### config.mk
export PLATFORM = sky130hd
export DESIGN_NAME = row_streamer
export DESIGN_NICKNAME = d
export VERILOG_FILES = /design/src/verilog/sudoku_pkg.sv /design/src/verilog/row_streamer.sv
export SDC_FILE = /design/constraint.sdc
export NUM_CORES = 1
export LEC_CHECK = 0
export CAP_MARGIN = 20
export CORE_AREA = 2 2 69 71
export DETAILED_ROUTE_END_ITERATION = 7
export DIE_AREA = 0 0 71 73
export DONT_BUFFER_PORTS = 1
export SYNTH_ARGS = -nofsm -noshare
export SYNTH_HDL_FRONTEND = slang
export SYNTH_SLANG_ARGS = --single-unit
export TNS_END_PERCENT = 1
### constraint.sdc
create_clock -name clk -period 3.4 [get_ports clk]
set_clock_uncertainty 0.2 [all_clocks]
set_input_delay 0.85 -clock clk [delete_from_list [all_inputs] [get_ports clk]]
set_output_delay 0.85 -clock clk [all_outputs]
set_load 0.05 [all_outputs]
### src/verilog/sudoku_pkg.sv
package sudoku_pkg;

  localparam int GRID_N     = 9;  // cells per row, rows, digits
  localparam int BOX_N      = 3;  // box edge
  localparam int IDX_W      = 4;  // row index width
  localparam int CREDIT_MAX = 2;  // stream credits after reset

  // bit d-1 set means digit d is still possible
  typedef logic [GRID_N-1:0] cand_t;

  // column 0 in the lowest slice
  typedef cand_t [GRID_N-1:0] row_t;

  typedef struct packed {
    logic             en;
    logic [IDX_W-1:0] idx;
    logic [2:0]       third_en;  // one per group of three columns
    row_t             row;
  } row_write_t;

  typedef struct packed {
    cand_t [GRID_N-1:0] row_m;
    cand_t [GRID_N-1:0] col_m;
    cand_t [GRID_N-1:0] box_m;
  } unit_masks_t;

  typedef struct packed {
    logic             valid;
    logic [IDX_W-1:0] idx;
    row_t             row;
  } row_out_t;

  // boxes numbered left to right, top to bottom
  function automatic int box_of(input logic [IDX_W-1:0] r, input int c);
    return (int'(r) / BOX_N) * BOX_N + c / BOX_N;
  endfunction

endpackage
### src/verilog/row_streamer.sv
`timescale 1ns/100ps

module row_streamer import sudoku_pkg::*; (
  input  logic             clk,
  input  logic             reset,
  input  logic             start_i,
  input  logic             credit_return_i,
  input  row_t             rd_row_i,
  output logic [IDX_W-1:0] rd_idx_o,
  output row_out_t         stream_o,
  output logic             done_o
);

  localparam int CRED_W = $clog2(CREDIT_MAX + 1);

  logic [CRED_W-1:0] credits;
  logic              active;
  logic [IDX_W-1:0]  idx;
  logic              send;

  assign send     = active && (credits != '0);  // hold the row when credits run out
  assign done_o   = send && (idx == IDX_W'(GRID_N - 1));
  assign rd_idx_o = idx;
  assign stream_o = '{valid: send, idx: idx, row: rd_row_i};

  always_ff @(posedge clk) begin
    if (reset) begin
      credits <= CRED_W'(CREDIT_MAX);
      active  <= 1'b0;
      idx     <= '0;
    end else begin
      credits <= credits - CRED_W'(send) + CRED_W'(credit_return_i);
      if (start_i) begin
        active <= 1'b1;
        idx    <= '0;
      end else if (done_o) begin
        active <= 1'b0;
      end else if (send) begin
        idx <= idx + 1'b1;
      end
    end
  end

  // consumer may never hand back more credits than it was given
  a_credit_max : assert property (
    @(posedge clk) disable iff (reset)
    credits <= CRED_W'(CREDIT_MAX)
  );

endmodule

== Word-level counts from Yosys, hierarchy flattened ==
Index checks and enable logic that the tools add are counted.

* Bits in registers: 7
* Input bits: 85
* Output and inout bits: 91
* Word-level logic and storage cells: 16

* $add $sub $neg: 3
* Equality and inequality tests: 1
* Muxes and demuxes: 2
* Bitwise operators: 1
* Reductions and logical operators: 6

{| class="wikitable"
|+ Operators by type and width
! operator !! number
|-
| $add 4x1->4 const B || 1
|-
| $eq 4x4->1 const B || 1
|-
| $reduce_bool 2->1 || 2
|-
| $add 2x1->2 || 1
|-
| $logic_and 1x1->1 || 2
|-
| $mux 1 || 2
|-
| $reduce_and 2->1 || 1
|-
| $reduce_or 2->1 || 1
|-
| $sub 2x1->2 || 1
|-
| $not 1->1 || 1
|}

== Longest topological paths before layout ==
* Depth after elaboration: 5
* Gate-level depth with buffers: 8
* Depth with buffers taken out: 8

== Worst setup path before layout ==
Ideal clock, no wire load.

* Path kind: register -> output
* Start: register idx[0] (netlist: rd_idx_o[0])
* End: output done_o
* Data arrival time: 1.595 ns
* Data required time: 2.350 ns
* Path slack: 0.755 ns
* Cell stages (with the launch flop): 5
* Buffers on the path: 0
* Cells stage by stage: dfxtp_1 inv_1 ha_1 nand3b_1 nor2_1

* Longest elaborated chain between the ends: 2

{| class="wikitable"
|+ RTL lines
! item !! RTL line !! source
|-
| start: declaration || row_streamer.sv:18 || <nowiki>logic [IDX_W-1:0] idx;</nowiki>
|-
| start signal: assignment || row_streamer.sv:39 || <nowiki>idx <= idx + 1'b1;</nowiki>
|-
| $eq 4x4->1 || row_streamer.sv:22 || <nowiki>assign done_o = send && (idx == IDX_W'(GRID_N - 1));</nowiki>
|-
| $logic_and 1x1->1 || row_streamer.sv:22 ||
|-
| end: declaration || row_streamer.sv:11 || <nowiki>output logic done_o</nowiki>
|}

Every way passes these cells.

== Worst setup path in the final report ==
Ends and elaborated chain as after synthesis.

==> run metrics <==
status completed; grt met3 use 3.73%; Remaining DRCs 0; clk_lat worst skew 0.23 ns; Net Sw Frac 30.7%; fin crit share 67.4%; Rows 25; mapped cell area 1010 um^2; Final Hold Viols 0; max-cap check violation count 0; Overflow after GRT 0; Top Ports 176; post-DP HPWL 1.35 mm; initial antenna violation count 0; clock power share 39.9%; clk slew on worst S/H paths 0.04 ns; CTS Buf Count 3; Clock Tree Root clkbuf_8; post-route setup TNS 0 ns; Fmax 436 MHz; Psw 89.5 uW; WL/cell 15.7 um; post-layout instance area 512 um^2; first-pass GRT wire length 2.16 mm; sequential fraction of design power 36.3%; Pwr Density 570 nW/um^2; met1 Use GR 2.81%; WP data arrival 1.24 ns; crit end category output pin; internal cell power 202 uW; share of cells above drive strength 1 18.0%; CP Data Required Time 2.35 ns; Ant. Diodes 0; DR iter-0 viols 4; syn nets 216; die span in x 71 um; register area share after synthesis 13.9%; RSZ-0062 raised after global routing false; vias in the first global route 390; gpl congestion 0.724; cell count after synthesis 127; GRT Overall Usage 5.99%; Tot Pwr 292 uW; Slew Viols, Final 0; Die H 73 um; Leak Pwr 0.000214 uW; hold_buf cts 0; R2R Setup Slk 1.36 ns; drt total wl 1.64 mm; CTS tree done; max_slew headroom 68.4%; worst setup path class register to output pin; startpoint type of the worst setup path register; Routed Antenna Nets 0; CP Cell Sequence inv_1 -> ha_1 -> nand3b_1 -> nor2_1 -> buf_4; CP peak stage delay 0.30 ns; first drt pass iteration count 2; setup bufs post-CTS 0; final setup vio count 0; Initial Util 22.2%; largest net degree at the start of global routing 6; combinational power share 23.8%; Tmin final 2.29 ns; core box area 4540 um^2; Hold Path Class register to register; worst slew pin tran 0.473 ns; met2 Track Usage GR 7.68%; clock sinks 7; final net count 140; post-placement cell area 467 um^2; #FFs+latches synth 7; slowest CP cell dfxtp_1; Syn Area/Cell 7.93 um^2; CTS resizes 0; Max clock buf depth 2; P&R area growth vs syn -49.2%; buffers added on ports 0; Avg Vias per Cell 3.81; die area 5180 um^2; via count 396; Ys Warns 0; Netlist cell types 20; # H-tree levels 1; GRT busiest layer met4; VDD IR max 121 uV; CP Max Fanout 3
## layout make-up
class	instances	area (um^2)
timing repair buffer	5	37.5
fill	503	4020
tap	54	67.6
inverter	6	22.5
multi-input combinational	28	199
clock buffer	4	45.0
sequential	7	140
## flip-flops by register name (all words and copies together) (netlist names)
register	count
active	1
credits	2
rd_idx_o	4
## cells by family after synthesis
| group | count (synthesis) | synth area share [%] |
|---|---|---|
| flip-flops | 7 | 13.9 |
| buffers and inverters | 92 | 66.3 |
| adder cells (fa/ha/maj) | 4 | 4.97 |
| AO/OA/AOI/OAI | 6 | 3.85 |
| XOR/XNOR | 3 | 2.61 |
| AND/OR/NAND/NOR | 13 | 6.34 |
| multiplexers | 2 | 1.99 |
## layout by cell type, fill, tap and decap left out
cell      count
a21boi_1      1
a21oi_1       1
buf_4         5
clkbuf_1      1
clkbuf_8      3
dfxtp_1       7
ha_1          4
inv_1         6
mux2i_1       2
nand2_1       5
nand2b_1      1
nand3_1       1
nand3b_1      1
nor2_1        2
nor2b_1       1
nor4_1        1
o211ai_1      1
o21ai_0       2
o21ai_2       1
or3_1         1
xnor2_1       1
xor2_1        2
## cells in the mapped netlist
library cell / instances / share of area [%]
a21boi_1: 1 / 0.75
a21oi_1: 1 / 0.50
buf_4: 86 / 64
dfxtp_1: 7 / 14
ha_1: 4 / 5.0
inv_1: 6 / 2.2
mux2i_1: 2 / 2.0
nand2_1: 5 / 1.9
nand2b_1: 1 / 0.62
nand3_1: 1 / 0.50
nand3b_1: 1 / 0.75
nor2_1: 2 / 0.75
nor2b_1: 1 / 0.62
nor4_1: 1 / 0.62
o211ai_1: 1 / 0.75
o21ai_0: 2 / 0.99
o21ai_2: 1 / 0.87
or3_1: 1 / 0.62
xnor2_1: 1 / 0.87
xor2_1: 2 / 1.7
## final timing paths
path	from	endpoint	depth (start not counted)
setup reg to reg	credits[1]	credits[1]	8
hold / removal	active	active	2
hold reg to reg	active	active	2
setup / recovery	rd_idx_o[0]	done_o	5
## power by group through the flow
stage	registers [uW]	logic (uW)	clock network [uW]
2_1_floorplan	110	319	0
3_3_place_gp	107	70.1	0
3_5_place_dp	107	71.7	0
4_1_cts	106	72.1	122
5_1_grt	107	79.1	125
6_report	106	69.6	116
## critical path, delay by kind of cell, from the launching register on
kind / cells / cell delay (ns)
fa+ha+maj: 1 / 0.15
buf+inv: 2 / 0.30
flops: 1 / 0.30
simple gates: 2 / 0.27
## metrics by stage
stage | cells | hold WS [ns] | utilization, % | setup slack (ns)
final | 104 | 0.307 | 11.3 | 1.11
after detailed placement | 100 | 0.297 | 10.3 | 1.35
after CTS | 104 | 0.307 | 11.3 | 1.12
after global placement | 100 | 0.303 | 10.3 | 1.36
after floorplan | 127 | 0.273 | - | 0.755
after global routing | 104 | 0.326 | 11.3 | 1.03
## metal layers
metal,vias to the layer above,share of wire (%)
met5,-,0
met4,0,21
met3,44,21
met2,37,37
met1,162,20
li1,153,-
Power figures use the tool's default switching activity.
