===== config.mk =====
export PLATFORM = sky130hd
export DESIGN_NAME = grid_store
export DESIGN_NICKNAME = d
export VERILOG_FILES = /design/src/verilog/sudoku_pkg.sv /design/src/verilog/grid_store.sv
export SDC_FILE = /design/constraint.sdc
export NUM_CORES = 2
export LEC_CHECK = 0
export BUFFER_PORTS_ARGS = -buffer_cell sky130_fd_sc_hd__clkbuf_2
export CORE_MARGIN = 10
export CORE_UTILIZATION = 48
export CTS_CLUSTER_SIZE = 30
export DETAILED_ROUTE_END_ITERATION = 7
export HOLD_SLACK_MARGIN = 0.05
export PLACE_DENSITY = 0.66
export SLEW_MARGIN = 25
export SYNTH_ARGS = -nofsm -noshare
export SYNTH_HDL_FRONTEND = slang
export SYNTH_SLANG_ARGS = --single-unit

===== constraint.sdc =====
create_clock -name clk -period 3.7 [get_ports clk]
set_input_delay 0.37 -clock clk [delete_from_list [all_inputs] [get_ports clk]]
set_output_delay 0.37 -clock clk [all_outputs]
set_load 0.01 [all_outputs]

===== src/verilog/sudoku_pkg.sv =====
package sudoku_pkg;

  localparam int GRID_N     = 9;  // cells per row, rows, digits
  localparam int BOX_N      = 3;  // box edge
  localparam int IDX_W      = 4;  // row index width
  localparam int CREDIT_MAX = 2;  // stream credits after reset

  // bit d-1 set means digit d is still possible
  typedef logic [GRID_N-1:0] cand_t;

  // column 0 in the lowest slice
  typedef cand_t [GRID_N-1:0] row_t;

  typedef struct packed {
    logic             en;
    logic [IDX_W-1:0] idx;
    logic [2:0]       third_en;  // one per group of three columns
    row_t             row;
  } row_write_t;

  typedef struct packed {
    cand_t [GRID_N-1:0] row_m;
    cand_t [GRID_N-1:0] col_m;
    cand_t [GRID_N-1:0] box_m;
  } unit_masks_t;

  typedef struct packed {
    logic             valid;
    logic [IDX_W-1:0] idx;
    row_t             row;
  } row_out_t;

  // boxes numbered left to right, top to bottom
  function automatic int box_of(input logic [IDX_W-1:0] r, input int c);
    return (int'(r) / BOX_N) * BOX_N + c / BOX_N;
  endfunction

endpackage

===== src/verilog/grid_store.sv =====
`timescale 1ns/100ps

module grid_store import sudoku_pkg::*; (
  input  logic             clk,
  input  logic             reset,
  input  row_write_t       wr_i,
  input  logic [IDX_W-1:0] rd_a_idx_i,
  input  logic [IDX_W-1:0] rd_b_idx_i,
  output row_t             rd_a_row_o,
  output row_t             rd_b_row_o
);

  row_t grid [GRID_N];

  always_ff @(posedge clk) begin
    if (reset) begin
      for (int r = 0; r < GRID_N; r++) begin
        grid[r] <= '0;
      end
    end else if (wr_i.en) begin
      // only the selected thirds of the row are touched
      for (int t = 0; t < BOX_N; t++) begin
        if (wr_i.third_en[t]) begin
          for (int k = 0; k < BOX_N; k++) begin
            grid[wr_i.idx][t*BOX_N + k] <= wr_i.row[t*BOX_N + k];
          end
        end
      end
    end
  end

  // combinational reads, out of range rows read as empty
  assign rd_a_row_o = (rd_a_idx_i < GRID_N) ? grid[rd_a_idx_i] : '0;
  assign rd_b_row_o = (rd_b_idx_i < GRID_N) ? grid[rd_b_idx_i] : '0;

  // host and pruner writes both land here
  a_wr_idx_range : assert property (
    @(posedge clk) disable iff (reset)
    wr_i.en |-> (wr_i.idx < GRID_N)
  );

endmodule


# After elaboration in Yosys (flattened, before gate mapping)
# Memories as Yosys holds them, arrays and structs flattened.
# Index checks and enable logic that the tools add are counted.
dict set report word_totals {
  ff_bits 0
  ram_bits 729
  inputBits 99
  wordCells 23
  memories 1
}
dict set report op_classes {
  order_cmp 2
  mux 19
  n_reduce_logical 1
}
# memory depth width read_ports rd_clocked_by_memory_dff write_ports line
set mem_list {}
lappend mem_list {grid 9 81 2 0 9 grid_store.sv:13} ;# row_t grid [GRID_N];
# op n
set op_table {}
lappend op_table {{81-bit two-way mux} 3}
lappend op_table {{81-bit OR reduction} 1}
lappend op_table {{1-bit two-way mux} 14}
lappend op_table {{4-bit < comparator, second input constant} 2}
lappend op_table {{4-bit two-way mux} 1}
lappend op_table {{3-bit two-way mux} 1}

# Longest topological paths before layout
dict set report depth {
  word_depth 6
  ltp_mapped 7
}

# Least setup slack after synthesis
# Ideal clock, no wire load.
dict set report synth_path {
  path_type {input to register}
  from {input wr_i[85] (netlist bit)}
  to {memory grid[0][0] (netlist bit) (enable)}
  arrival_ps 2402
  required_time_ps 3283
  slack_ps 881
  stages 3
  path_buffers 1
  cell_sequence {or4_4 > buf_6 > o21bai_1}
}
# item line
set synth_lines {}
lappend synth_lines {{start, declared} grid_store.sv:6} ;# input row_write_t wr_i,
lappend synth_lines {{end, declared} grid_store.sv:13}

==> results_tabular.tex <==
\begin{tabular}{lr}
\hline
Metric & Value \\
\hline
\multicolumn{2}{l}{\textbf{Layout}} \\
\quad Number of flip-flops in the largest register & between 700 and 800 \\
\quad Antenna cell count & 0 \\
\quad Registers with the most flip-flops & grid x729 \\
\quad Post-layout net count & 3307 \\
\quad Largest register by flop count & grid \\
\quad Share of final-layout standard cells stronger than drive strength 1 & 30.8\% \\
\quad Layout area overhead & 13.5\% \\
\quad Layout fillers & 6500 \\
\multicolumn{2}{l}{\textbf{Synth}} \\
\quad Largest cells by area after synthesis & sky130\_fd\_sc\_hd\_\_edfxtp\_1 (57\%), sky130\_fd\_sc\_hd\_\_mux2\_2 (9.6\%), sky130\_fd\_sc\_hd\_\_mux4\_2 (9.6\%) \\
\quad Net Count, Synth & 3087 \\
\quad Gate Count Post-Synth & 2988 \\
\quad Number of synthesized register bits & 729 \\
\quad Most used standard cells in the synthesized netlist & sky130\_fd\_sc\_hd\_\_edfxtp\_1 (729), sky130\_fd\_sc\_hd\_\_nor2\_1 (677), sky130\_fd\_sc\_hd\_\_mux2\_2 (324) \\
\quad Synthesized area divided by synthesized cell count & 12.8 µm² \\
\quad Area fraction of the dominant cell type after synthesis & 57.4\% \\
\quad Number of flops mapped to enable cells by yosys & 729 \\
\quad Adder-Cell Fraction of Synth Area & 0\% \\
\quad Top FF cell, synth & sky130\_fd\_sc\_hd\_\_edfxtp\_1 \\
\quad Largest family of logic cells by synthesized area & multiplexers \\
\quad Most instantiated library cell after synthesis & sky130\_fd\_sc\_hd\_\_edfxtp\_1 \\
\quad Share of synthesized cell area in and, or, nand and nor gates & approximately an eighth \\
\quad Fraction of the yosys area taken by sequential cells & 57.4\% \\
\quad Count of yosys warnings during synthesis & 0 \\
\quad Library cell with the largest summed area after synthesis & sky130\_fd\_sc\_hd\_\_edfxtp\_1 \\
\quad Netlist area before placement & roughly 38000 µm² \\
\quad Area fraction in compound gates after synthesis & 6.34\% \\
\quad Xor-xnor portion of the synthesized cell area & 0\% \\
\quad Proportion of register bits with asynchronous set or reset after synthesis & 0\% \\
\quad Share of cell area taken by muxes after synthesis & 19.1\% \\
\quad Library cells used by synthesis & 25 \\
\multicolumn{2}{l}{\textbf{Global route}} \\
\quad Pin count of the biggest net entering global routing & 87 \\
\quad All-layer global routing usage & 26.9\% \\
\quad Number of antenna violations at the first check in global routing & 2 \\
\quad Number of global-route vias before repair & 28600 \\
\quad Wire length of the first global-routing pass & 184000 µm \\
\quad Global route total overflow & 0 \\
\multicolumn{2}{l}{\textbf{Timing}} \\
\quad Slew Limit Fails & 0 \\
\quad Slew at the pin closest to its max-slew limit & between 1000 and 1500 ps \\
\quad Fin. Hold Viols & 0 \\
\quad Final period util & 82.3\% \\
\quad Total Negative Setup Slacks & 0 ps \\
\quad Time the worst path needs with I/O delays and setup & about 3000 ps \\
\quad Setup repair after global routing missed its margin & no \\
\quad Highest clock frequency the design can meet & 328 MHz \\
\quad Final count of negative-setup-slack endpoints & 0 \\
\quad Worst slew slack as a fraction of its limit & 24.6\% \\
\multicolumn{2}{l}{\textbf{Power and ir drop}} \\
\quad VDD IR-drop max & between 0.0003 and 0.0004 V \\
\quad Switching share of power & 25.3\% \\
\quad Cell area power density & around 460 nW/µm² \\
\quad Overall power & 20000 µW \\
\quad Internal power contribution & 15000 µW \\
\quad Part of the total power dissipated in sequential elements & 48.7\% \\
\quad Fraction of power consumed by the clock network & 38.5\% \\
\quad Fraction of power consumed by combinational cells & 12.8\% \\
\quad Net load switching power & 5060 µW \\
\quad Leakage power total & 0.0142 µW \\
\multicolumn{2}{l}{\textbf{Run status}} \\
\quad Result of the run & finished, final reports clean \\
\multicolumn{2}{l}{\textbf{Critical path}} \\
\quad Delay of the slowest critical-path stage & 580 ps \\
\quad Arrival time at the worst endpoint & between 2000 and 3000 ps \\
\quad Critical Path Start Type & primary input \\
\quad Top cell family by delay on the critical path & buffers and inverters \\
\quad Crit path cell chain & buf\_4 -> buf\_4 -> mux4\_2 -> nor2b\_1 -> o31ai\_1 -> clkbuf\_2 \\
\quad Crit. End Element & primary output \\
\quad Required time reported for the critical path endpoint & around 3300 ps \\
\quad Maximum fanout along the worst path & 32 \\
\quad Highest-delay cell along the critical path & sky130\_fd\_sc\_hd\_\_o31ai\_1 \\
\quad Cell seen most often among critical-path stages & sky130\_fd\_sc\_hd\_\_buf\_4 \\
\quad Buffering stage count on the worst path with inverters included & 3 \\
\quad Critical path class & in2out \\
\multicolumn{2}{l}{\textbf{Worst hold path}} \\
\quad Worst hold endpoint & grid[0][78] \\
\quad Type of the tightest min-delay check & in2reg \\
\quad Startpoint of the most critical hold path & wr\_i[78] \\
\quad Instance count along the most critical hold path & 2 \\
\multicolumn{2}{l}{\textbf{Drt}} \\
\quad Avg WL per Cell & 28.9 µm \\
\quad Vias after detailed routing & 27200 \\
\quad Initial DRC Count & 3141 \\
\quad Via/cell ratio & about 6.3 \\
\quad Total routed wirelength & 124000 µm \\
\quad DRT Pass-1 Iters & 5 \\
\quad Count of nets left with antenna violations after detail routing & 0 \\
\quad Remaining routing DRC violations & 0 \\
\multicolumn{2}{l}{\textbf{Floorplanning}} \\
\quad Die Outline Area & 91100 µm² \\
\quad Die H & approximately 300 µm \\
\quad Horizontal extent of the die & 302 µm \\
\quad Core ar. & 78900 µm² \\
\quad Cell Rows & 103 \\
\quad Starting density of the core & 48.4\% \\
\quad Num ports & 261 \\
\multicolumn{2}{l}{\textbf{Clock tree}} \\
\quad Total number of H-tree levels & 3 \\
\quad TritonCTS clock tree & built \\
\quad Clock tree sinks & 729 \\
\quad Post-cts gate resize count & 0 \\
\quad Number of buffers on the longest clock path & 3 \\
\quad Number of buffers inserted during clock tree synthesis & 80 \\
\quad Clock transition time at the flip-flop clock pins of the worst setup and hold paths & 60 ps \\
\quad Root cell of the clock tree & sky130\_fd\_sc\_hd\_\_clkbuf\_16 \\
\multicolumn{2}{l}{\textbf{Placement}} \\
\quad Weighted congestion reported at the end of routability-driven placement & 0.840 \\
\quad Final HPWL from detailed placement & a little over 70000 µm \\
\quad Count of input and output buffers & 260 \\
\multicolumn{2}{l}{\textbf{Run}} \\
\quad Max-capacitance violation count & 0 \\
\hline
\end{tabular}
==> timing repair <==
| item | in CTS | in global routing |
|---|---|---|
| endpoints found under the hold margin | 31 | 0 |
| endpoints found under the setup margin | 0 | 0 |
| hold buffers | 31 | 0 |
| setup buffers | 0 | 0 |
==> final cells by class <==
cell class | instances | area [µm²] | share of cell area [%]
repair buffers | 397 | 2700 | 6.24
flip-flops and latches | 729 | 21900 | 50.6
clock inverters | 40 | 365 | 0.844
well taps | 1050 | 1310 | 3.04
clock buffers | 96 | 2080 | 4.81
multi-input cells | 2000 | 14900 | 34.5
==> worst max-delay path by stage <==
stage / from / to / slack [ps] / depth (start not counted)
after global placement: rd_a_idx_i[1] / rd_a_row_o[70] / 740 / 6
after global routing: rd_a_idx_i[0] / rd_a_row_o[45] / 690 / 6
after floorplan: wr_i[85] / grid[0][0] / 880 / 3
final: rd_a_idx_i[1] / rd_a_row_o[70] / 660 / 6
after CTS: rd_b_idx_i[2] / rd_b_row_o[70] / 710 / 6
after detailed placement: rd_b_idx_i[2] / rd_b_row_o[70] / 710 / 6
==> layer usage <==
metal | global-route usage [%] | wire length [µm] | vias up | part of all wire, %
met1 | 33.4 | 45100 | 13700 | 36
met3 | 5.02 | 12800 | 312 | 10
met2 | 45.2 | 61000 | 1675 | 49
met5 | 0 | 29 | - | 0.023
li1 | - | - | 11500 | -
met4 | 12.5 | 5480 | 4 | 4.4
==> per-stage QoR <==
stage / hold slack [ps] / area, µm² / util [%] / cells / setup WS, ps
2_1_floorplan: 568 / 38100 / - / 2988 / 881
5_1_grt: 67.1 / 43300 / 54.9 / 4312 / 685
6_report: 67.6 / 43300 / 54.9 / 4312 / 655
3_3_place_gp: 665 / 40500 / 51.4 / 4145 / 742
3_5_place_dp: 667 / 40500 / 51.4 / 4145 / 713
4_1_cts: 53.6 / 43300 / 54.9 / 4312 / 710
==> cell usage in the layout, fill, tap and decap left out, types with 3 or more instances in the layout <==
cell type / count
sky130_fd_sc_hd__and2_1: 54
sky130_fd_sc_hd__and3b_1: 3
sky130_fd_sc_hd__buf_12: 21
sky130_fd_sc_hd__buf_4: 89
sky130_fd_sc_hd__bufinv_16: 5
sky130_fd_sc_hd__clkbuf_1: 15
sky130_fd_sc_hd__clkbuf_16: 81
sky130_fd_sc_hd__clkbuf_2: 252
sky130_fd_sc_hd__clkinv_1: 13
sky130_fd_sc_hd__clkinv_2: 13
sky130_fd_sc_hd__clkinvlp_4: 3
sky130_fd_sc_hd__dlygate4sd3_1: 31
sky130_fd_sc_hd__edfxtp_1: 729
sky130_fd_sc_hd__inv_6: 3
sky130_fd_sc_hd__mux2_2: 324
sky130_fd_sc_hd__mux4_2: 162
sky130_fd_sc_hd__nand2_1: 243
sky130_fd_sc_hd__nand2_4: 6
sky130_fd_sc_hd__nand3b_1: 3
sky130_fd_sc_hd__nor2_1: 677
sky130_fd_sc_hd__nor2b_1: 165
sky130_fd_sc_hd__o21bai_2: 24
sky130_fd_sc_hd__o22ai_1: 162
sky130_fd_sc_hd__o31ai_1: 162
==> power by group through the flow <==
stage | clock, µW | sequential [µW] | combinational, µW
floorplan | 0 | 9840 | 1580
global placement | 0 | 9860 | 2490
detailed placement | 0 | 9920 | 2510
CTS | 7750 | 9750 | 2550
global route | 8090 | 9800 | 2690
finish | 7700 | 9750 | 2570
==> kinds of logic (layout without fill, tap and decap cells) <==
family,Yosys count,count (layout)
muxes,486,486
AOI/OAI and AO/OA,349,349
buffers and inverters,259,533
and+or+nand+nor,1165,1165
DFF,729,729
(Power assumes the default switching activity.)
