[config.mk]
export PLATFORM = sky130hd
export DESIGN_NAME = sweep_sequencer
export DESIGN_NICKNAME = d
export VERILOG_FILES = /design/src/verilog/sudoku_pkg.sv /design/src/verilog/sweep_sequencer.sv
export SDC_FILE = /design/constraint.sdc
export NUM_CORES = 1
export LEC_CHECK = 0
export BUFFER_PORTS_ARGS = -buffer_cell sky130_fd_sc_hd__buf_2
export CAP_MARGIN = 30
export CORE_AREA = 4 4 107 109
export CTS_CLUSTER_SIZE = 12
export DETAILED_ROUTE_END_ITERATION = 8
export DIE_AREA = 0 0 111 113
export SLEW_MARGIN = 20
export SYNTH_ARGS = -nofsm -noshare
export SYNTH_HDL_FRONTEND = slang
export SYNTH_SLANG_ARGS = --single-unit
[constraint.sdc]
create_clock -name clk -period 3.9 [get_ports clk]
set_input_delay 0.39 -clock clk [delete_from_list [all_inputs] [get_ports clk]]
set_output_delay 0.39 -clock clk [all_outputs]
set_load 0.01 [all_outputs]
[src/verilog/sudoku_pkg.sv]
package sudoku_pkg;

  localparam int GRID_N     = 9;  // cells per row, rows, digits
  localparam int BOX_N      = 3;  // box edge
  localparam int IDX_W      = 4;  // row index width
  localparam int CREDIT_MAX = 2;  // stream credits after reset

  // bit d-1 set means digit d is still possible
  typedef logic [GRID_N-1:0] cand_t;

  // column 0 in the lowest slice
  typedef cand_t [GRID_N-1:0] row_t;

  typedef struct packed {
    logic             en;
    logic [IDX_W-1:0] idx;
    logic [2:0]       third_en;  // one per group of three columns
    row_t             row;
  } row_write_t;

  typedef struct packed {
    cand_t [GRID_N-1:0] row_m;
    cand_t [GRID_N-1:0] col_m;
    cand_t [GRID_N-1:0] box_m;
  } unit_masks_t;

  typedef struct packed {
    logic             valid;
    logic [IDX_W-1:0] idx;
    row_t             row;
  } row_out_t;

  // boxes numbered left to right, top to bottom
  function automatic int box_of(input logic [IDX_W-1:0] r, input int c);
    return (int'(r) / BOX_N) * BOX_N + c / BOX_N;
  endfunction

endpackage
[src/verilog/sweep_sequencer.sv]
`timescale 1ns/100ps

module sweep_sequencer import sudoku_pkg::*; (
  input  logic             clk,
  input  logic             reset,
  input  row_write_t       load_i,
  input  logic             start_i,
  input  logic             abort_i,
  input  row_write_t       prune_wr_i,
  input  logic             changed_i,
  input  logic             emptied_i,
  input  logic             row_solved_i,
  input  logic             stream_done_i,
  output row_write_t       grid_wr_o,
  output logic [IDX_W-1:0] scan_idx_o,
  output logic             scan_en_o,
  output logic             prune_en_o,
  output logic             busy_o,
  output logic             solved_o,
  output logic             stuck_o,
  output logic             stream_start_o
);

  typedef enum logic [2:0] {
    ST_IDLE, ST_SCAN, ST_PRUNE, ST_DRAIN, ST_VERDICT, ST_STREAM
  } state_t;

  state_t           state;
  logic [IDX_W-1:0] idx;
  logic             any_changed;
  logic             any_emptied;
  logic             all_solved;
  logic             solving;
  logic             finish;
  logic             last_row;

  assign solving  = (state != ST_IDLE) && (state != ST_STREAM);
  assign last_row = (idx == IDX_W'(GRID_N - 1));
  // no change at all means propagation has stalled
  assign finish   = all_solved | any_emptied | ~any_changed;

  always_ff @(posedge clk) begin
    if (reset) begin
      state       <= ST_IDLE;
      idx         <= '0;
      any_changed <= 1'b0;
      any_emptied <= 1'b0;
      all_solved  <= 1'b1;
      solved_o    <= 1'b0;
      stuck_o     <= 1'b0;
    end else begin
      if (prune_wr_i.en) begin  // flags of each written back row
        any_changed <= any_changed | changed_i;
        any_emptied <= any_emptied | emptied_i;
        all_solved  <= all_solved & row_solved_i;
      end
      if (abort_i && solving) begin
        state <= ST_IDLE;
      end else begin
        case (state)
          ST_IDLE: begin
            if (start_i) begin
              state       <= ST_SCAN;
              idx         <= '0;
              solved_o    <= 1'b0;
              stuck_o     <= 1'b0;
              any_changed <= 1'b0;
              any_emptied <= 1'b0;
              all_solved  <= 1'b1;
            end
          end
          ST_SCAN: begin
            idx <= last_row ? '0 : idx + 1'b1;
            if (last_row) state <= ST_PRUNE;
          end
          ST_PRUNE: begin
            idx <= last_row ? '0 : idx + 1'b1;
            if (last_row) state <= ST_DRAIN;
          end
          ST_DRAIN: state <= ST_VERDICT;  // row 8 write-back
          ST_VERDICT: begin
            if (finish) begin
              state    <= ST_STREAM;
              solved_o <= all_solved;
              stuck_o  <= ~all_solved;
            end else begin
              state       <= ST_SCAN;
              any_changed <= 1'b0;
              any_emptied <= 1'b0;
              all_solved  <= 1'b1;
            end
          end
          ST_STREAM: if (stream_done_i) state <= ST_IDLE;
          default: state <= ST_IDLE;
        endcase
      end
    end
  end

  assign scan_idx_o     = idx;
  assign scan_en_o      = (state == ST_SCAN);
  assign prune_en_o     = (state == ST_PRUNE);
  assign busy_o         = (state != ST_IDLE);
  assign stream_start_o = (state == ST_VERDICT) && finish && !abort_i;
  assign grid_wr_o      = busy_o ? prune_wr_i : load_i;  // host owns the grid while idle

  a_one_pass : assert property (
    @(posedge clk) disable iff (reset)
    !(scan_en_o && prune_en_o)
  );

endmodule

# Yosys cells after proc, flatten, opt, wreduce, memory -nomap -nowiden
# Cells that the tools add are included.
# totals
reg_bits	12
out_inout_bits	99
word_cells	72
romBits	0
latchBits	0
mem_bits_rw	0
memories	0
# op_classes
bitwise	8
magnitude_cmp	0
n_shift	0
n_eq_ne	12
multipliers	0
n_mux	30
reduce_logical	14
add_sub_neg	1
n_div	0
# op_table
operator	count
$mux W89	1
$pmux W3 S6	1
$mux W1	15
$mux W3	5
$pmux W1 S2	5
$mux W4	2
$pmux W4 S2	1
$reduce_and A4 Y1	2
$eq A3 B2 Y1 const B	2
$eq A3 B3 Y1 const B	2
$ne A2 B2 Y1 const B	3
$add A4 B1 Y4 const B	1
$eq A4 B4 Y1 const B	1
$logic_and A1 B1 Y1	4
$ne A2 B1 Y1 const B	2
$or A1 B1 Y1	4
$reduce_bool A2 Y1	2
$reduce_or A2 Y1	2
$eq A3 B1 Y1 const B	1
$logic_not A3 Y1	1
$ne A3 B3 Y1 const B	1
$not A1 Y1	3
$reduce_and A3 Y1	1
$reduce_bool A3 Y1	1
other kinds (2)	2

# Logic depth before layout (Yosys ltp)
# Gate-level depths: netlist of the first run.
# logic_depth
ltp_word	5
mapped_depth	6
ltp_nobuf	6

# Worst setup path after synthesis of the first run
# Ideal clock, no wire load.
# synth_path
path_kind	reg2out
startpoint	register state[2]
endpoint	output port grid_wr_o[0] in the netlist's numbering
n_path_buf	1
stages_incl_launch_ff	4
required_time_ns	3.510
setup_slack_ns	2.194
arrival_ns	1.316
cell_sequence	dfxtp_1 -> nor3_2 -> buf_2 -> mux2_1
# synth_lines
item	line_no	rtl
start: declaration	sweep_sequencer.sv:28	state_t state;
start signal: assignment	sweep_sequencer.sv:44	state <= ST_IDLE;
start signal: assignment	sweep_sequencer.sv:58	state <= ST_IDLE;
start signal: assignment	sweep_sequencer.sv:63	state <= ST_SCAN;
end: declaration	sweep_sequencer.sv:14	output row_write_t grid_wr_o,

==> flow_metrics.env, run 1 <==
export IMPL_synth_seq_cells=12
export IMPL_grt_first_pass_wirelength_um=14500
export IMPL_hold_path_class="in -> reg"
export IMPL_yosysTopAreaCellShare=0.488
export IMPL_wl_per_cell_um=16.0
export IMPL_synthesis_nets=375
export IMPL_vias_per_cell=4.41
export IMPL_hold_viol=0
export IMPL_htree_num_levels=1
export IMPL_run_status="finished clean"
export IMPL_power_frac_comb=0.653
export IMPL_netlist_top_cell_by_area="mux2_2"
export IMPL_crit_chain="nor3_4 -> buf_4 -> mux2_2 -> buf_2"
export IMPL_startpoint="state[1]"
export IMPL_synth_flop_cell="dfxtp_1"
export IMPL_drive_above_1_share=0.795
export IMPL_dr_pass1_iters=4
export IMPL_place_gp_congestion=0.917
export IMPL_crit_required_ps=3510
export IMPL_cts_setup_buffers=0
export IMPL_io_pins=285
export IMPL_synth_cell_type_count=35
export IMPL_postCtsHoldBufs=0
export IMPL_cts_buffers=3
export IMPL_antenna_cells=0
export IMPL_initial_core_util=0.167
export IMPL_p_seq_frac=0.191
export IMPL_worst_r2r_startpoint="state[1]"
export IMPL_netlist_area_um2=1780
export IMPL_clock_latency_ps=240
export IMPL_cts_resized=0
export IMPL_dr_first_iter_drc_count=82
export IMPL_path_class="reg -> out"
export IMPL_ff2ff_path_depth=5
export IMPL_final_antenna_net_count=0
export IMPL_die_y_um=113
export IMPL_ir_worst_vdd_mv=0.134
export IMPL_p_per_area_nw_per_um2=209
export IMPL_finalSetupViolCount=0
export IMPL_fin_tns_setup_ps=0
export IMPL_syn_area_per_cell_um2=9.49
export IMPL_async_reset_ff_frac=0
export IMPL_endpoint_kind="primary output"
export IMPL_grt_max_degree=63
export IMPL_dieWidth_um=111
export IMPL_fin_crit_sh=0.683
export IMPL_cp_start_kind="flip-flop"
export IMPL_max_cap_viol_count=0
export IMPL_final_area_um2=3370
export IMPL_p_sw_frac=0.372
export IMPL_fin_skew_ps=0.480
export IMPL_regToRegSetupSlack_ps=2020
export IMPL_grt_pass1_vias=2725
export IMPL_cts_max_path_buffers=2
export IMPL_ys_warn_count=0
export IMPL_design_core_area_um2=10600
export IMPL_clock_sinks=12
export IMPL_antenna_found_initial=3
export IMPL_critPathSlowestCell="buf_4"
export IMPL_hold_end="any_emptied"
export IMPL_cts_tree="done"
export IMPL_grt_usage=0.142
export IMPL_dpl_hpwl_um=8630
export IMPL_slew_headroom=0.483
export IMPL_rsz0062_at_grt="false"
export IMPL_report_final_slew_viol_count=0
export IMPL_cell_internal_pwr_uw=444
export IMPL_max_stage_delay_ps=610
export IMPL_rr_endpoint="any_changed"
export IMPL_portBuffers=284
export IMPL_yosys_top_cells_area="mux2_2 (49%), dfxtp_1 (14%), mux2_1 (9.5%), buf_2 (3.1%), a21oi_1 (2.5%)"
export IMPL_routed_wl_um=9620
export IMPL_postSynthCellCount=187
export IMPL_synth_edf_count=0
export IMPL_drc=0
export IMPL_cp_max_fo=62
export IMPL_pwr_share_clk=0.156
export IMPL_cp_data_arrival_time_ps=2270
export IMPL_placed_cell_area_um2=3330
export IMPL_holdCritStartpoint="emptied_i"
export IMPL_clkTransAtPathRegs_ps=50
export IMPL_max_freq_mhz=375
export IMPL_leakage_uw=0.00181
export IMPL_num_vias=2660
export IMPL_clockRootBuffer="clkbuf_8"
export IMPL_area_growth_pct=89.9
export IMPL_ys_seq_area_frac=0.135
export IMPL_core_rowCount=38
export IMPL_gr_total_overflow=0
export IMPL_whs_path_depth=3
export IMPL_tightestPinTransition_ps=776
export IMPL_die_area_um2=12500
export IMPL_final_nets=653
export IMPL_p_switching_uw=262
export IMPL_timing_final_crit_period_ps=2660
==> synth_stat cells (3+ instances only) <==
cell type   n
nor2_1      4
buf_2      11
dfxtp_1    12
a21o_1      3
nand3_1     3
nor3_1      3
mux2_1     15
nor2b_1     6
mux2_2     77
nand2b_1    4
inv_1       6
nand2_1     4
nor3b_1     3
a21oi_1     9
==> worst max-delay path, delay by kind of cell (launching register included) <==
kind | cells | cell delay, ps
flip-flops | 1 | 460
buffers and inverters | 2 | 780
multiplexers | 1 | 490
AND/OR/NAND/NOR | 1 | 230
==> per-layer routing <==
layer,global-route usage,wire length (um)
met2,0.242,4500
met5,0,17
met4,0.0271,108
met1,0.177,3960
met3,0.0439,1040
==> final cells by class <==
| cell class | count | area, um^2 |
|---|---|---|
| Clock buffer | 3 | 41.3 |
| Sequential cell | 12 | 240 |
| Inverter | 6 | 22.5 |
| Fill cell | 1109 | 7230 |
| Timing Repair Buffer | 286 | 1440 |
| Multi-Input combinational cell | 156 | 1460 |
| Tap cell | 140 | 175 |
==> per-stage QoR <==
stage / worst slack [ps] / power [uW] / instances / hold WS [ps] / util
after floorplan: 2190 / 382 / 187 / 429 / -
after global placement: 1580 / 596 / 600 / 445 / 0.314
after detailed placement: 1520 / 602 / 600 / 452 / 0.314
after CTS: 1260 / 717 / 603 / 377 / 0.318
after global routing: 1150 / 756 / 603 / 426 / 0.318
final: 1240 / 706 / 603 / 382 / 0.318
==> state kept, by name (all words and copies together) (netlist names) <==
signal / flops
scan_idx_o: 4
state: 3
stuck_o: 1
any_emptied: 1
any_changed: 1
solved_o: 1
all_solved: 1
==> how the worst max path moves through the flow <==
stage	endpoint	slack [ps]	depth (start not counted)
6_report	grid_wr_o[22]	1240	4
5_1_grt	grid_wr_o[22]	1150	4
4_1_cts	grid_wr_o[22]	1260	4
3_5_place_dp	grid_wr_o[22]	1520	4
3_3_place_gp	grid_wr_o[22]	1580	4
2_1_floorplan	grid_wr_o[0]	2190	3
==> cells in the final DEF (no fill, tap or decap), types with 2 or more instances in the layout <==
master,instances
buf_2,284
mux2_2,77
mux2_1,15
dfxtp_1,12
a21oi_1,9
inv_1,6
nor2b_1,6
nand2b_1,4
nor2_1,4
nand2_1,4
nor3b_1,3
nor3_1,3
a21o_1,3
nand3_1,3
clkbuf_8,3
or3_1,2
o21ai_0,2
o21ai_1,2
or4_1,2
a211oi_1,2
ha_1,2
buf_4,2
==> logic make-up (layout without fill, tap and decap cells) <==
logic type                 count (synthesis)  after routing  synth area share
xor gates and xnor gates                   1              1           0.00493
DFF                                       12             12             0.135
AOI/OAI and AO/OA                         24             24            0.0902
and+or+nand+nor                           36             36             0.118
buffers and inverters                     19            295            0.0479
adders and majority gates                  2              2            0.0141
muxes                                     93             93             0.589
==> power groups by stage <==
stage | Combinational, uW | Sequential, uW | Clock, uW
5_1_grt | 500 | 135 | 121
3_5_place_dp | 465 | 137 | 0
4_1_cts | 467 | 135 | 115
2_1_floorplan | 249 | 133 | 0
3_3_place_gp | 459 | 137 | 0
6_report | 461 | 135 | 110
Power figures use the tool's default switching activity.
==> inputs of run 2 (changes only) <==
- ABC_AREA: not set -> 1
- CORE_AREA: 4 4 107 109 -> 4 4 109 111
- DIE_AREA: 0 0 111 113 -> 0 0 113 115
- clock period: 3.9 -> 2.6 ns (I/O delays scaled with it)
==> run 2 against run 1 <==
- via count rose by 20%
- first-iteration DRC count rose by 140%
- final cell count is 34% higher
- synthesized cell count is 110% higher
- die area grew 3.6%
- sequential share of layout area shrank 0.084 points
- core utilization shrank 0.19 points
- hold slack worse by 120 ps
- global-route usage fell by 1.4 points
- sequential cell count unchanged
- cell area rose by 1.2%
- non-clock buffer count up 2
==> flow_metrics.env, run 2 <==
export IMPL_multiInputGateArea_um2=1420
export IMPL_synth_compound_area_frac=0.0383
export IMPL_synth_cell_type_count=22
export IMPL_gr_total_overflow=0
export IMPL_layout_commonest_cell="nand2_1"
export IMPL_clock_latency_ps=240
export IMPL_ir_worst_vdd_mv=0.669
export IMPL_drc=0
export IMPL_grt_max_degree=48
export IMPL_synthesis_nets=583
export IMPL_grt_usage=0.128
export IMPL_yosysTopAreaCellShare=0.598
export IMPL_synthAdderAreaFrac=0.0137
export IMPL_wl_per_cell_um=12.1
export IMPL_hold_viol=0
export IMPL_yosys_area_share_simple=0.726
export IMPL_crit_required_ps=2340
export IMPL_hold_path_class="in -> reg"
export IMPL_cts_resized=0
export IMPL_p_seq_frac=0.065
export IMPL_postSynthCellCount=395
export IMPL_clockRootBuffer="clkbuf_8"
export IMPL_antenna_cells=0
export IMPL_p_per_area_nw_per_um2=1200
export IMPL_dr_first_iter_drc_count=198
export IMPL_p_switching_uw=2450
export IMPL_routed_wl_um=9750
export IMPL_cts_max_path_buffers=2
export IMPL_cp_data_arrival_time_ps=1770
export IMPL_clock_sinks=12
export IMPL_slew_headroom=0.685
export IMPL_rsz0062_at_grt="false"
export IMPL_largest_register_ffs=4
export IMPL_ys_seq_area_frac=0.131
export IMPL_ys_warn_count=0
export IMPL_clkTransAtPathRegs_ps=60
export IMPL_fin_tns_setup_ps=0
export IMPL_postCtsHoldBufs=0
export IMPL_area_growth_pct=86.7
export IMPL_run_status="finished clean"
export IMPL_yosysMostFrequentCell="nand2_1"
export IMPL_synth_edf_count=0
export IMPL_power_frac_comb=0.884
export IMPL_synth_top_family_by_area="simple AND/OR/NAND/NOR gates"
export IMPL_fin_skew_ps=1.71
export IMPL_die_area_um2=13000
export IMPL_dieWidth_um=113
export IMPL_grt_first_pass_wirelength_um=13900
export IMPL_cp_start_kind="flip-flop"
export IMPL_dpl_hpwl_um=8240
export IMPL_cell_internal_pwr_uw=1650
export IMPL_portBuffers=284
export IMPL_fillers=1230
export IMPL_drive_above_1_share=0.454
export IMPL_max_freq_mhz=493
export IMPL_synth_xor_area_frac=0
export IMPL_final_nets=857
export IMPL_cts_buffers=3
export IMPL_syn_area_per_cell_um2=4.63
export IMPL_dr_pass1_iters=4
export IMPL_cts_setup_buffers=0
export IMPL_path_class="reg -> out"
export IMPL_ff_latch_area_um2=240
export IMPL_cp_max_fo=47
export IMPL_core_rowCount=38
export IMPL_netlist_top_cell_by_area="nand2_1"
export IMPL_max_cap_viol_count=0
export IMPL_endpoint_kind="primary output"
export IMPL_vias_per_cell=3.95
export IMPL_p_sw_frac=0.598
export IMPL_cts_tree="done"
export IMPL_whs_path_depth=3
export IMPL_synth_flop_cell="dfxtp_1"
export IMPL_netlist_area_um2=1830
export IMPL_final_cell_mix="nand2_1 (291), buf_2 (284), inv_1 (15)"
export IMPL_antenna_found_initial=0
export IMPL_report_final_slew_viol_count=0
export IMPL_synth_common_cells="nand2_1 (291), inv_1 (15), nor2_1 (13)"
export IMPL_synthMuxAreaShare=0
export IMPL_leakage_uw=0.00232
export IMPL_async_reset_ff_frac=0
export IMPL_initial_core_util=0.169
export IMPL_design_core_area_um2=10800
export IMPL_tightestPinTransition_ps=472
export IMPL_pwr_share_clk=0.050
export IMPL_timing_final_crit_period_ps=2030
export IMPL_finalSetupViolCount=0
export IMPL_fin_crit_sh=0.781
export IMPL_place_gp_congestion=0.855
export IMPL_power_uw=4100
export IMPL_io_pins=285
export IMPL_ff2ff_path_depth=9
export IMPL_final_antenna_net_count=0
export IMPL_num_vias=3195
export IMPL_yosys_top_cells_area="nand2_1 (60%), dfxtp_1 (13%), buf_2 (3.3%), inv_1 (3.1%), a21oi_1 (2.7%)"
export IMPL_grt_pass1_vias=2828
export IMPL_die_y_um=115
export IMPL_htree_num_levels=1
export IMPL_synth_seq_cells=12
run 2: changes by cell type after synthesis, moves of 5 or more:
cell,previous run,this run
nand2_1,4,291
mux2_2,77,0
mux2_1,15,0
inv_1,6,15
nor2_1,4,13
nand3_1,3,10
nor2b_1,6,0
nand4_1,1,6
run 2: per-layer routing:
| metal | global-route usage | part of all wire |
|---|---|---|
| met5 | 0 | 0 |
| met4 | 0.00962 | 0.0023 |
| met3 | 0.0200 | 0.081 |
| met2 | 0.228 | 0.50 |
| met1 | 0.170 | 0.42 |
run 2: final timing paths:
path / startpoint / end / slack [ps]
worst max-delay path: state[2] / grid_wr_o[43] / 570
worst min-delay path: changed_i / any_changed / 260
worst max register to register: state[2] / scan_idx_o[0] / 860
worst min register to register: stuck_o / stuck_o / 460
run 2: metrics by stage:
stage	worst slack (ps)	instances	utilization	hold slack, ps	instance area [um^2]
after floorplan	1260	395	-	329	1830
after global placement	854	804	0.311	459	3360
after detailed placement	814	804	0.311	458	3360
after CTS	549	808	0.316	261	3410
after global routing	394	808	0.316	268	3410
final	570	808	0.316	262	3410
run 2: worst max-delay path, stage by stage, from the launching register on:
cell,delay (ps)
dfxtp_1,540
inv_2,100
nand2_2,90
buf_4,390
nand2_1,170
nand2_1,90
buf_2,130
run 2: cell families after synthesis:
family | after synthesis
AOI/OAI and AO/OA | 14
DFF | 12
adders and majority gates | 2
and+or+nand+nor | 330
buffers and inverters | 37
run 2: layout make-up:
cell class                      count  area share
Timing Repair Buffer              288       0.425
Multi-Input combinational cell    346       0.417
Sequential cell                    12      0.0704
Tap cell                          140      0.0513
Inverter                           18      0.0198
Clock buffer                        4      0.0161
run 2: power by group through the flow:
stage	registers [uW]	logic [uW]	clock network, uW
after floorplan	263	2280	0
after global placement	270	3700	0
final	268	3630	207
after global routing	276	4080	219
after detailed placement	271	3670	0
after CTS	267	3690	209
==> inputs of run 3 (changes only) <==
- clock period: 2.6 -> 2.1 ns (I/O delays scaled with it)
==> run 3 against run 2 <==
- first-iteration DRC count is 23% lower
- critical path depth unchanged
- sequential cell count unchanged
- sequential share of layout area is 0.077 points lower
- clock skew is 2.7 ps higher
- combinational power is 27% higher
- worst setup slack got worse by 330 ps
- die area unchanged
- hold slack worse by 50 ps
==> flow_metrics.env, run 3 (synthesis gave the netlist of run 2 again) <==
export IMPL_run_status="finished clean"
export IMPL_p_per_area_nw_per_um2=1510
export IMPL_fillers=1233
export IMPL_wl_per_cell_um=12.0
export IMPL_leakage_uw=0.00234
export IMPL_crit_required_ps=1890
export IMPL_cts_max_path_buffers=2
export IMPL_dr_first_iter_drc_count=152
export IMPL_max_freq_mhz=539
export IMPL_antenna_found_initial=0
export IMPL_clock_latency_ps=240
export IMPL_cts_tree="done"
export IMPL_final_cell_mix="nand2_1 (291), buf_2 (284), inv_1 (15)"
export IMPL_grt_pass1_vias=2869
export IMPL_dpl_hpwl_um=8230
export IMPL_finalSetupViolCount=0
export IMPL_endpoint_kind="primary output"
export IMPL_max_cap_viol_count=0
export IMPL_drive_above_1_share=0.454
export IMPL_hold_viol=0
export IMPL_ff_latch_area_um2=240
export IMPL_rsz0062_at_grt="false"
export IMPL_multiInputGateArea_um2=1420
export IMPL_antenna_cells=0
export IMPL_whs_ps=212
export IMPL_final_cells=808
export IMPL_grt_max_degree=52
export IMPL_htree_num_levels=1
export IMPL_fin_crit_sh=0.884
export IMPL_fin_skew_ps=4.36
export IMPL_cp_max_fo=39
export IMPL_io_pins=285
export IMPL_portBuffers=284
export IMPL_clockRootBuffer="clkbuf_8"
export IMPL_drc=0
export IMPL_initial_core_util=0.169
export IMPL_grt_usage=0.127
export IMPL_design_core_area_um2=10800
export IMPL_final_antenna_net_count=0
export IMPL_place_inst=804
export IMPL_dr_pass1_iters=4
export IMPL_fin_tns_setup_ps=0
export IMPL_gr_total_overflow=0
export IMPL_ir_worst_vdd_mv=0.890
export IMPL_grt_first_pass_wirelength_um=14000
export IMPL_dieWidth_um=113
export IMPL_tightestPinTransition_ps=383
export IMPL_largest_register_ffs=4
export IMPL_die_y_um=115
export IMPL_hold_path_class="in -> reg"
export IMPL_cp_data_arrival_time_ps=1650
export IMPL_clock_sinks=12
export IMPL_final_nets=857
export IMPL_layout_commonest_cell="nand2_1"
export IMPL_slew_headroom=0.745
export IMPL_report_final_slew_viol_count=0
export IMPL_clkTransAtPathRegs_ps=50
export IMPL_core_rowCount=38
export IMPL_cts_buffers=3
export IMPL_place_gp_congestion=0.930
export IMPL_power_uw=5190
export IMPL_timing_final_crit_period_ps=1860
export IMPL_vias_per_cell=3.95
export IMPL_cp_start_kind="flip-flop"
export IMPL_cts_setup_buffers=0
export IMPL_cts_resized=0
export IMPL_routed_wl_um=9700
export IMPL_path_class="reg -> out"
export IMPL_area_growth_pct=88.7
export IMPL_die_area_um2=13000
export IMPL_num_vias=3190
export IMPL_postCtsHoldBufs=0
[run 3: final timing paths]
check             cells past startpoint             to  slack, ps       from
setup / recovery                      6  grid_wr_o[17]        240   state[2]
hold / removal                        3    any_changed        210  changed_i
setup reg to reg                      8       state[2]        570   state[2]
hold reg to reg                       2       solved_o        460   solved_o
[run 3: worst max-delay path: stages, from the launching register on]
cell	delay, ps
dfxtp_1	520
inv_2	100
nand2_2	110
buf_4	350
nand2_1	110
nand2_1	80
buf_2	130
[run 3: layer usage]
metal | share of wire | GRT usage | up-vias
met5 | 0 | 0 | -
li1 | - | - | 1742
met2 | 0.49 | 0.216 | 147
met3 | 0.084 | 0.0205 | 12
met4 | 0.013 | 0.0192 | 0
met1 | 0.41 | 0.174 | 1289
[run 3: through the flow]
stage                      util  worst slack (ps)  area [um^2]
after detailed placement  0.315               491         3390
final                     0.320               243         3450
after global placement    0.315               490         3390
after CTS                 0.320               231         3450
after floorplan               -               813         1830
after global routing      0.320              67.7         3450
[run 3: power breakdown]
part	total (uW)	switching, uW	leakage (uW)	internal [uW]
logic	4610	2890	0.00221	1720
registers	331	58.5	0.0000976	273
clock network	251	85.8	0.0000288	166
[run 3: cell type report]
class / instances / area share
clock buffer: 4 / 0.0160
inverter: 18 / 0.0196
multi-input combinational: 346 / 0.412
sequential: 12 / 0.0696
tap: 140 / 0.0508
timing repair buffer: 288 / 0.432
